**config.mk**
```make
export PLATFORM = sky130hd
export DESIGN_NAME = vr_fifo
export DESIGN_NICKNAME = d
export VERILOG_FILES = /design/src/vcache_pkg.sv /design/src/vr_fifo.sv
export SDC_FILE = /design/constraint.sdc
export NUM_CORES = 1
export LEC_CHECK = 0
export BUFFER_PORTS_ARGS = -buffer_cell sky130_fd_sc_hd__buf_2
export CAP_MARGIN = 0
export CORE_MARGIN = 4
export CORE_UTILIZATION = 35
export CTS_CLUSTER_SIZE = 40
export DETAILED_ROUTE_END_ITERATION = 16
export SYNTH_ARGS = -nofsm -noshare
export SYNTH_HDL_FRONTEND = slang
export SYNTH_SLANG_ARGS = --single-unit
```
**constraint.sdc**
```tcl
create_clock -name core_clk -period 2.4 [get_ports core_clk]
set_input_delay 0.24 -clock core_clk [delete_from_list [all_inputs] [get_ports core_clk]]
set_output_delay 0.24 -clock core_clk [all_outputs]
set_load 0.02 [all_outputs]
```
**src/vcache_pkg.sv**
```systemverilog
package vcache_pkg;

  localparam int DATA_W = 32;
  localparam int ADDR_W = 10;

  typedef logic [DATA_W-1:0] data_t;
  typedef logic [ADDR_W-1:0] addr_t;

  // one client request, load or store
  typedef struct packed {
    logic  write;
    addr_t addr;
    data_t wdata;
  } cache_req_s;

  // store responses carry no useful data
  typedef struct packed {
    data_t data;
  } cache_rsp_s;

  // block-aligned DMA command from a cache
  typedef struct packed {
    logic  write_not_read;
    addr_t addr;
  } dma_pkt_s;

  // index width for n entries, at least one bit
  function automatic int idx_width(input int n);
    return (n > 1) ? $clog2(n) : 1;
  endfunction

endpackage

```
**src/vr_fifo.sv**
```systemverilog
`timescale 1ns/1ns

module vr_fifo
  import vcache_pkg::*;
#(
  parameter type payload_t = data_t,
  parameter int fifo_depth_p = 2
) (
  input  logic     core_clk,
  input  logic     rst_n_i,
  input  logic     in_valid_i,
  input  payload_t in_data_i,
  output logic     in_ready_o,
  output logic     out_valid_o,
  output payload_t out_data_o,
  input  logic     out_ready_i
);

  localparam int ptr_w_lp = idx_width(fifo_depth_p);
  localparam int cnt_w_lp = $clog2(fifo_depth_p + 1);

  payload_t mem_r [fifo_depth_p];
  logic [ptr_w_lp-1:0] wr_ptr_r;
  logic [ptr_w_lp-1:0] rd_ptr_r;
  logic [cnt_w_lp-1:0] count_r;
  logic push;
  logic pop;

  function automatic logic [ptr_w_lp-1:0] next_ptr(input logic [ptr_w_lp-1:0] ptr);
    return (ptr == ptr_w_lp'(fifo_depth_p - 1)) ? '0 : ptr + 1'b1;
  endfunction

  assign in_ready_o = (count_r != cnt_w_lp'(fifo_depth_p));
  assign out_valid_o = (count_r != '0);
  assign out_data_o = mem_r[rd_ptr_r];
  assign push = in_valid_i && in_ready_o;
  assign pop = out_valid_o && out_ready_i;

  always_ff @(posedge core_clk or negedge rst_n_i) begin
    if (!rst_n_i) begin
      wr_ptr_r <= '0;
      rd_ptr_r <= '0;
      count_r <= '0;
    end else begin
      if (push) wr_ptr_r <= next_ptr(wr_ptr_r);
      if (pop) rd_ptr_r <= next_ptr(rd_ptr_r);
      if (push && !pop) count_r <= count_r + 1'b1;
      else if (pop && !push) count_r <= count_r - 1'b1;
    end
  end

  always_ff @(posedge core_clk) begin
    if (push) mem_r[wr_ptr_r] <= in_data_i;
  end

  assert property (@(posedge core_clk) disable iff (!rst_n_i)
    count_r <= cnt_w_lp'(fifo_depth_p));

endmodule

```
==> impl_metrics.env <==
export IMPL_switchingPower_w=0.00135
export IMPL_clock_latency_ps=330
export IMPL_fin_area_sq_um=3340
export IMPL_r2r_end="mem_r[0][9]"
export IMPL_critPathCaptureType="output port"
export IMPL_synth_compound_area_frac=0
export IMPL_netlist_instances=118
export IMPL_synth_top_cell_by_area="edfxtp_1"
export IMPL_ys_types=16
export IMPL_p_int_w=0.00292
export IMPL_finClkSkew_ps=5.74
export IMPL_gp_congestion=0.694
export IMPL_layout_drive_gt1_share=0.605
export IMPL_cap_violations=0
export IMPL_hp_class="input port to flip-flop"
export IMPL_initial_core_util=0.363
export IMPL_hpwl_um=3010
export IMPL_arrival_ps=1630
export IMPL_rsz0062_at_grt="false"
export IMPL_avgSynthCellArea_sq_um=22.5
export IMPL_maxSlewHeadroom=0.694
export IMPL_die_width_um=95.2
export IMPL_setup_viol=0
export IMPL_drt_iter0_markers=55
export IMPL_synth_xor_area_frac=0.0165
export IMPL_grt_pass1_vias=1371
export IMPL_numPortBuffers=69
export IMPL_crit_path_max_fanout=9
export IMPL_path_cells="buf_4, mux2_4, buf_2"
export IMPL_ys_seq_area_frac=0.760
export IMPL_cpMaxStageDelayCell="dfrtp_2"
export IMPL_synth_top_family_by_area="multiplexers"
export IMPL_holdPathStages=1
export IMPL_synthesis_nets=155
export IMPL_synth_top_area_share=0.723
export IMPL_vias_per_cell=4.30
export IMPL_fin_util=0.456
export IMPL_synth_simple_area_share=0.0136
export IMPL_final_cell_mix="buf_2 (69), edfxtp_1 (64), mux2_4 (29), clkbuf_8 (9), buf_4 (4)"
export IMPL_vias=1308
export IMPL_power_leakage_nw=1.36
export IMPL_multi_input_area_sq_um=569
export IMPL_cts_hold_buf=1
export IMPL_path_class="flip-flop to output port"
export IMPL_fillers=655
export IMPL_wire_per_inst_um=14.0
export IMPL_cp_start_kind="flip-flop"
export IMPL_drtAntennaViolNets=0
export IMPL_cts_buffer_depth=2
export IMPL_synth_fa_ha_area_frac=0.00471
export IMPL_area_growth_pct=25.6
export IMPL_post_cts_resized=0
export IMPL_grt_max_degree=33
export IMPL_die_h_um=95.2
export IMPL_groute_usage_overall=0.102
export IMPL_num_nets_final=237
export IMPL_dieArea_sq_um=9060
export IMPL_finalSetupTns_ps=0
export IMPL_ys_ff_latch=68
export IMPL_antenna_found_initial=0
export IMPL_overflow=0
export IMPL_ff_latch_area_sq_um=2020
export IMPL_synthesis_area_sq_um=2660
export IMPL_clock_sinks=68
export IMPL_power_density_nw_per_um2=1280
export IMPL_combPwrFrac=0.359
export IMPL_worst_pin_slew_ps=459
export IMPL_irDropWorstVdd_mv=0.563
export IMPL_p_clk_frac=0.232
export IMPL_tritoncts="done"
export IMPL_synth_mux_area_frac=0.176
export IMPL_status="complete, no violations"
export IMPL_antennaDiodeCount=0
export IMPL_crit_required_ps=2160
export IMPL_finalCriticalPeriod_ps=1870
export IMPL_fin_hold_ws_ps=96.7
export IMPL_reg2regPathDepth=4
export IMPL_synth_area_leaders="edfxtp_1 (72%), mux2_4 (16%), dfrtp_1 (3.8%), buf_12 (2.3%), mux2_2 (1.3%)"
export IMPL_layout_commonest_cell="buf_2"
export IMPL_r2r_start="count_r[0]"
export IMPL_hold_end="mem_r[0][8]"
export IMPL_clk_pin_slew_ps=70
export IMPL_max_freq_mhz=536
export IMPL_slew_violations=0
export IMPL_pin_count=70
export IMPL_drc_errors=0
export IMPL_cts_buffers=9
export IMPL_ys_warn_count=0
export IMPL_seqPwrFrac=0.409
export IMPL_htreeDepth=3
export IMPL_root_buffer="clkbuf_8"
export IMPL_cts_setup_buffers=0
export IMPL_placementRows=31
export IMPL_grt_first_pass_wirelength_um=6600
export IMPL_placed_cell_area_sq_um=3120
export IMPL_critPathMaxStageDelay_ps=530
export IMPL_fin_crit_sh=0.777
export IMPL_drt_pass1_iterations=4
export IMPL_hold_viol=0
export IMPL_wirelength_um=4240
export IMPL_min_from="in_data_i[8]"
export IMPL_switching_share=0.316
export IMPL_rrSetupSlack_ps=720
export IMPL_core_sq_um=7330
cells by family (layout without fill, tap and decap cells):
group	count (synthesis)	count (layout)
DFF	68	68
xor gates and xnor gates	5	5
buffers and inverters	5	92
and+or+nand+nor	7	7
muxes	32	32
adders and majority gates	1	1
stage by stage:
step                cells  worst slack, ps  total power (W)
floorplan             118              349          0.00297
global placement      287              742          0.00333
detailed placement    287              696          0.00334
CTS                   304              477          0.00434
global route          304              443          0.00451
finish                304              535          0.00426
how the worst max path moves through the flow:
| stage | from | end | cells past startpoint |
|---|---|---|---|
| 2_1_floorplan | count_r[0] | mem_r[0][0] | 3 |
| 3_3_place_gp | count_r[0] | mem_r[0][6] | 4 |
| 3_5_place_dp | count_r[0] | mem_r[0][6] | 4 |
| 4_1_cts | rd_ptr_r | out_data_o[7] | 3 |
| 5_1_grt | rd_ptr_r | out_data_o[7] | 3 |
| 6_report | rd_ptr_r | out_data_o[7] | 3 |
final cells by class:
type	count	share of cell area
Clock inverter	7	0.0273
Multi-Input combinational cell	45	0.170
Sequential cell	68	0.606
Clock buffer	9	0.0371
Tap cell	99	0.0371
Timing Repair Buffer	75	0.121
Inverter	1	0.00112
power by group through the flow:
| stage | logic, W | registers (W) | clock network [W] |
|---|---|---|---|
| 2_1_floorplan | 0.00125 | 0.00172 | 0 |
| 3_3_place_gp | 0.00156 | 0.00176 | 0 |
| 3_5_place_dp | 0.00157 | 0.00178 | 0 |
| 4_1_cts | 0.00157 | 0.00175 | 0.00102 |
| 5_1_grt | 0.00165 | 0.00178 | 0.00108 |
| 6_report | 0.00153 | 0.00175 | 0.000988 |
Yosys cell counts:
cell type / instances
xor2_1: 2
nand2_2: 1
nand2_1: 1
buf_6: 1
ha_1: 1
nand2b_1: 1
dfrtp_1: 4
edfxtp_1: 64
inv_1: 1
and3_1: 1
mux2_4: 29
or2_1: 1
nor2_1: 2
mux2_2: 3
xnor2_1: 3
buf_12: 3
flip-flops by register name, indices dropped and copies added, names as in the netlist:
signal / count
mem_r: 64
count_r: 2
rd_ptr_r: 1
wr_ptr_r: 1
layer usage:
metal / track usage / part of all wire / up-vias
met4: 0.0469 / 0.017 / 0
met1: 0.112 / 0.40 / 640
met5: 0 / 0 / -
met2: 0.171 / 0.53 / 42
met3: 0.0418 / 0.058 / 6
li1: - / - / 620
critical path, delay by kind of cell, from the launching register on:
kind                   cells  cell delay (ps)
buffers and inverters      2              440
flip-flops                 1              530
multiplexers               1              320
(Power assumes the default switching activity.)
