--- src/vcache_pkg.sv ---
package vcache_pkg;

  localparam int DATA_W = 32;
  localparam int ADDR_W = 10;

  typedef logic [DATA_W-1:0] data_t;
  typedef logic [ADDR_W-1:0] addr_t;

  // one client request, load or store
  typedef struct packed {
    logic  write;
    addr_t addr;
    data_t wdata;
  } cache_req_s;

  // store responses carry no useful data
  typedef struct packed {
    data_t data;
  } cache_rsp_s;

  // block-aligned DMA command from a cache
  typedef struct packed {
    logic  write_not_read;
    addr_t addr;
  } dma_pkt_s;

  // index width for n entries, at least one bit
  function automatic int idx_width(input int n);
    return (n > 1) ? $clog2(n) : 1;
  endfunction

endpackage

--- src/vcache_blocking.sv ---
`timescale 1ns/1ns

module vcache_blocking
  import vcache_pkg::*;
#(
  parameter int sets_p = 8,
  parameter int block_words_p = 4
) (
  input  logic       core_clk,
  input  logic       rst_n_i,

  input  logic       req_valid_i,
  input  cache_req_s req_i,
  output logic       req_ready_o,
  output logic       rsp_valid_o,
  output cache_rsp_s rsp_o,
  input  logic       rsp_ready_i,

  output logic       dma_pkt_valid_o,
  output dma_pkt_s   dma_pkt_o,
  input  logic       dma_pkt_ready_i,
  output logic       dma_wdata_valid_o,
  output data_t      dma_wdata_o,
  input  logic       dma_wdata_ready_i,
  input  logic       dma_rdata_valid_i,
  input  data_t      dma_rdata_i,
  output logic       dma_rdata_ready_o
);

  localparam int off_w_lp = $clog2(block_words_p);
  localparam int idx_w_lp = $clog2(sets_p);
  localparam int tag_w_lp = ADDR_W - idx_w_lp - off_w_lp;

  typedef enum logic [2:0] {
    S_IDLE,
    S_EVICT_PKT,
    S_EVICT_DATA,
    S_FILL_PKT,
    S_FILL_DATA,
    S_RESPOND
  } state_e;

  state_e state_r;
  cache_req_s req_r;
  cache_req_s cur_req;
  logic [tag_w_lp-1:0] tag_r [sets_p];
  logic [sets_p-1:0] valid_r;
  logic [sets_p-1:0] dirty_r;
  data_t data_r [sets_p][block_words_p];
  data_t rsp_data_r;
  logic [off_w_lp-1:0] beat_r;

  logic [tag_w_lp-1:0] cur_tag;
  logic [idx_w_lp-1:0] cur_idx;
  logic [off_w_lp-1:0] cur_off;
  logic hit;
  logic accept;
  logic last_beat;
  logic evict_fire;
  logic fill_fire;

  // idle looks up the incoming request, the other states the latched one
  assign cur_req = (state_r == S_IDLE) ? req_i : req_r;
  assign {cur_tag, cur_idx, cur_off} = cur_req.addr;
  assign hit = valid_r[cur_idx] && (tag_r[cur_idx] == cur_tag);
  assign accept = req_valid_i && req_ready_o;
  assign last_beat = (beat_r == off_w_lp'(block_words_p - 1));
  assign evict_fire = dma_wdata_valid_o && dma_wdata_ready_i;
  assign fill_fire = dma_rdata_valid_i && dma_rdata_ready_o;

  assign req_ready_o = (state_r == S_IDLE);
  assign rsp_valid_o = (state_r == S_RESPOND);
  assign rsp_o.data = rsp_data_r;

  // eviction uses the resident tag, the fill the requested one
  assign dma_pkt_valid_o = (state_r == S_EVICT_PKT) || (state_r == S_FILL_PKT);
  assign dma_pkt_o.write_not_read = (state_r == S_EVICT_PKT);
  assign dma_pkt_o.addr = {(state_r == S_EVICT_PKT) ? tag_r[cur_idx] : cur_tag,
                           cur_idx, off_w_lp'(0)};
  assign dma_wdata_valid_o = (state_r == S_EVICT_DATA);
  assign dma_wdata_o = data_r[cur_idx][beat_r];
  assign dma_rdata_ready_o = (state_r == S_FILL_DATA);

  always_ff @(posedge core_clk or negedge rst_n_i) begin
    if (!rst_n_i) begin
      state_r <= S_IDLE;
      valid_r <= '0;
      dirty_r <= '0;
      beat_r <= '0;
    end else begin
      case (state_r)
        S_IDLE: begin
          if (accept && hit) begin
            state_r <= S_RESPOND;
            if (req_i.write) dirty_r[cur_idx] <= 1'b1;
          end else if (accept) begin
            state_r <= (valid_r[cur_idx] && dirty_r[cur_idx]) ? S_EVICT_PKT : S_FILL_PKT;
          end
        end
        S_EVICT_PKT: begin
          if (dma_pkt_ready_i) begin
            state_r <= S_EVICT_DATA;
            beat_r <= '0;
          end
        end
        S_EVICT_DATA: begin
          if (evict_fire) begin
            beat_r <= beat_r + 1'b1;
            if (last_beat) state_r <= S_FILL_PKT;
          end
        end
        S_FILL_PKT: begin
          if (dma_pkt_ready_i) begin
            state_r <= S_FILL_DATA;
            beat_r <= '0;
          end
        end
        S_FILL_DATA: begin
          if (fill_fire) begin
            beat_r <= beat_r + 1'b1;
            if (last_beat) begin
              state_r <= S_RESPOND;
              valid_r[cur_idx] <= 1'b1;
              dirty_r[cur_idx] <= req_r.write;
            end
          end
        end
        S_RESPOND: begin
          if (rsp_ready_i) state_r <= S_IDLE;
        end
        default: state_r <= S_IDLE;
      endcase
    end
  end

  always_ff @(posedge core_clk) begin
    if (accept) req_r <= req_i;
    if (accept && hit) begin
      if (req_i.write) data_r[cur_idx][cur_off] <= req_i.wdata;
      else rsp_data_r <= data_r[cur_idx][cur_off];
    end
    // the missing store merges into the refilled block
    if (fill_fire) begin
      if (req_r.write && beat_r == cur_off) data_r[cur_idx][beat_r] <= req_r.wdata;
      else data_r[cur_idx][beat_r] <= dma_rdata_i;
      if (!req_r.write && beat_r == cur_off) rsp_data_r <= dma_rdata_i;
      if (last_beat) tag_r[cur_idx] <= cur_tag;
    end
  end

  // a new request only once the previous response has left
  assert property (@(posedge core_clk) disable iff (!rst_n_i)
    accept |-> $past((state_r == S_IDLE) || (rsp_valid_o && rsp_ready_i)));

endmodule

--- config.mk ---
export PLATFORM = sky130hd
export DESIGN_NAME = vcache_blocking
export DESIGN_NICKNAME = d
export VERILOG_FILES = /design/src/vcache_pkg.sv /design/src/vcache_blocking.sv
export SDC_FILE = /design/constraint.sdc
export NUM_CORES = 1
export LEC_CHECK = 0
export ABC_CLOCK_PERIOD_IN_PS = 5600
export BUFFER_PORTS_ARGS = -buffer_cell sky130_fd_sc_hd__buf_4
export CORE_MARGIN = 5
export CORE_UTILIZATION = 35
export CTS_BUF_LIST = sky130_fd_sc_hd__clkbuf_8
export CTS_CLUSTER_DIAMETER = 150
export DETAILED_ROUTE_END_ITERATION = 7
export PLACE_DENSITY_LB_ADDON = 0.2
export SYNTH_ARGS = -nofsm -noshare
export SYNTH_HDL_FRONTEND = slang
export SYNTH_SLANG_ARGS = --single-unit
--- constraint.sdc ---
create_clock -name core_clk -period 5.6 [get_ports core_clk]
set_input_delay 0.84 -clock core_clk [delete_from_list [all_inputs] [get_ports core_clk]]
set_output_delay 0.84 -clock core_clk [all_outputs]
set_load 0.01 [all_outputs]
==> results.ini <==
[run_status]
status = finished, final reports clean

[final_layout]
areaGrowthSynthToFinish_pct = 17.4
fin_nets = 3182
fin_util_pct = 41.4
fill_cells = 11805
final_area_sq_um = 54500
drive_gt1_share_pct = 21.2

[yosys]
synthTopCellsByCount = edfxtp_1 (1107), mux2i_1 (193), nand2_1 (186), o21ai_0 (168), a221oi_1 (133)
async_flop_share_pct = 1.81
ys.flop_type = edfxtp_1
synth_edf_count = 1107
syn_area_sq_um = 46400
yosysTopAreaCell = edfxtp_1
yosysMostFrequentCell = edfxtp_1
yosys_warnings = 0
ys_seq_area_share_pct = 74.1
ys_top_cells_by_area = edfxtp_1 (72%), mux2i_1 (4.2%), mux4_2 (3.3%), a221oi_1 (2.5%), a22o_1 (2.4%)
synth_top_cell_area_share_pct = 71.6
synth_seq_cells = 1160
syn_avg_cell_area_sq_um = 16.5
synth.distinct_cells = 65
synth_cells = 2804

[sta]
setup_violations = 0
hold_viol_final = 0
fin_skew_ns = 0.0460
fin_setup_tns_ns = 0
rsz0062_at_grt = false
period_needed_ns = 5.48
slew_violations = 0
worst_slew_pin_slew_ns = 1.41
max-slew-margin-rel_pct = 5.57
finalCritPeriodShare_pct = 97.8
fmax_ghz = 0.183

[critical_path]
crit_top_cell = buf_4
path_max_fanout = 52
crit_arrival_ns = 4.64
reg2reg_slack_ns = 1.04
cp-start-kind = flop
r2r-end = data_r[0][13]$_DFFE_PP_
crit_slowest_cell = or3_4
cp.required_ns = 4.76
crit_chain = buf_4, or3_4, buf_4, mux2i_4, buf_12, a22o_1, a221oi_1, o211ai_1, mux4_2, buf_4
max_stage_delay_ns = 0.55
cp-end-kind = output pin
critPathKind = reg2out
worstRegToRegCells = 14
r2r-start = state_r[1]$_DFFE_PN0P_

[place]
dpl-instance-area_sq_um = 50700
portBuffers = 159
place.gp.congestion = 0.856
dp_hpwl_um = 91100

[cts]
clk_latency_ns = 0.89
tritoncts = done
cts.sinks = 1160
clk_path_buf_depth = 3
htreeDepth = 4
cts_buffers = 191
clkTransAtPathRegs_ns = 0.06
cts_root_buf = clkbuf_8

[hold_path]
hp-class = in2reg
hold_depth = 1
min_from = req_i[40]
min_to = req_r[40]$_DFFE_PP_

[route]
drt_iter0_markers = 3377
postRouteAntennaNets = 0
wl_um = 158000
drc = 0
wl_per_cell_um = 31.4
via_per_inst = 5.78
num_vias = 28984
drtPass1Iterations = 6

[floorplanning]
dieArea_sq_um = 140000
boundaryPins = 162
die_w_um = 374
core_area_sq_um = 132000
die_h_um = 374
row_count = 133
initial_core_util_pct = 35.3

[global_routing]
grt_pass1_wl_um = 219000
grt_pass1_vias = 28621
overflow = 0
grt_antenna_before_repair = 9
grt_use_total_pct = 21.9
grt_max_degree = 129

[pwr]
vdd_ir_drop_max_mv = 0.258
power_density_nw_per_um2 = 421
power.leakage_nw = 18.3

[job]
drv_cap = 0

-- critical path, delay by kind of cell (launching register included) --
family | cells | cell delay (ns)
compound gates | 3 | 1.08
buf+inv | 4 | 0.88
mux | 2 | 0.79
simple gates | 1 | 0.55
flops | 1 | 0.36
-- area by class of cell --
cell class	count	area, sq um	share of cell area, %
flip-flops and latches	1160	34400	63.2
diodes	4	10.0	0.0184
repair buffers	298	2600	4.77
well taps	1755	2200	4.03
clock inverters	161	1020	1.87
multi-input cells	1432	11500	21.1
clock buffers	193	2660	4.88
inverters	13	50.0	0.0919
-- layout by cell type (no fill, tap or decap), types with 128 or more instances in the layout --
cell type,netlist,routed
nand2_1,186,180
mux2i_1,193,186
a221oi_1,133,130
a22oi_1,129,129
buf_4,10,267
clkbuf_8,0,193
edfxtp_1,1107,1107
o21ai_0,168,167
a22o_1,128,128
o211ai_1,129,129
-- logic make-up after synthesis --
family	share of synthesized area, %
muxes	7.73
buffers and inverters	1.99
AOI/OAI and AO/OA	12.5
other	0.00808
DFF	74.1
adders and majority gates	0.108
xor gates and xnor gates	0.0566
and+or+nand+nor	3.48
-- where the power goes --
part	internal (mW)	leakage [nW]	total [mW]	switching [mW]
Combinational	2.23	5.73	5.87	3.64
Clock	3.75	2.09	7.21	3.46
Sequential	9.76	10.5	9.85	0.0840
-- flip-flops by register name, indices dropped and copies added (netlist names) --
name	cells
data_r	1024
req_r	43
tag_r	40
rsp_o	32
dirty_r	8
valid_r	8
state_r	3
beat_r	2
-- repair_timing --
| item | in CTS | in global routing |
|---|---|---|
| pin swaps | 0 | 0 |
| endpoints found under the setup margin | 13 | 3 |
| endpoints found under the hold margin | 21 | 0 |
| buffers inserted | 0 | 0 |
| hold buffers | 1 | 0 |
| resized for setup | 2 | 4 |
| cloned | 1 | 1 |
-- metal layers --
metal / share of wire, % / up-vias / track usage [%]
li1: - / 12123 / -
met1: 41 / 15030 / 30.5
met2: 47 / 1581 / 34.7
met3: 9.9 / 244 / 5.35
met4: 2.2 / 6 / 5.32
met5: 0.029 / - / 0
-- metrics by stage --
step / hold slack (ns) / std cells / setup WS [ns] / power [mW]
CTS: 0.0373 / 5010 / 0.0312 / 23.0
floorplan: 0.430 / 2805 / 0.843 / 13.3
global route: 0.0721 / 5013 / 0.0472 / 23.8
global placement: 0.460 / 4654 / 0.641 / 15.8
detailed placement: 0.451 / 4654 / 0.615 / 15.8
finish: 0.141 / 5016 / 0.124 / 22.9
-- how the worst max path moves through the flow --
| stage | startpoint | endpoint | cells past startpoint |
|---|---|---|---|
| final | state_r[1]$_DFFE_PN0P_ | dma_wdata_o[16] | 10 |
| after global routing | state_r[1]$_DFFE_PN0P_ | dma_wdata_o[16] | 10 |
| after CTS | state_r[1]$_DFFE_PN0P_ | dma_wdata_o[19] | 11 |
| after detailed placement | req_i[34] | dma_wdata_o[20] | 8 |
| after global placement | req_i[34] | dma_wdata_o[20] | 8 |
| after floorplan | req_i[34] | data_r[0][32]$_DFFE_PP_ | 10 |
(Power assumes the default switching activity.)
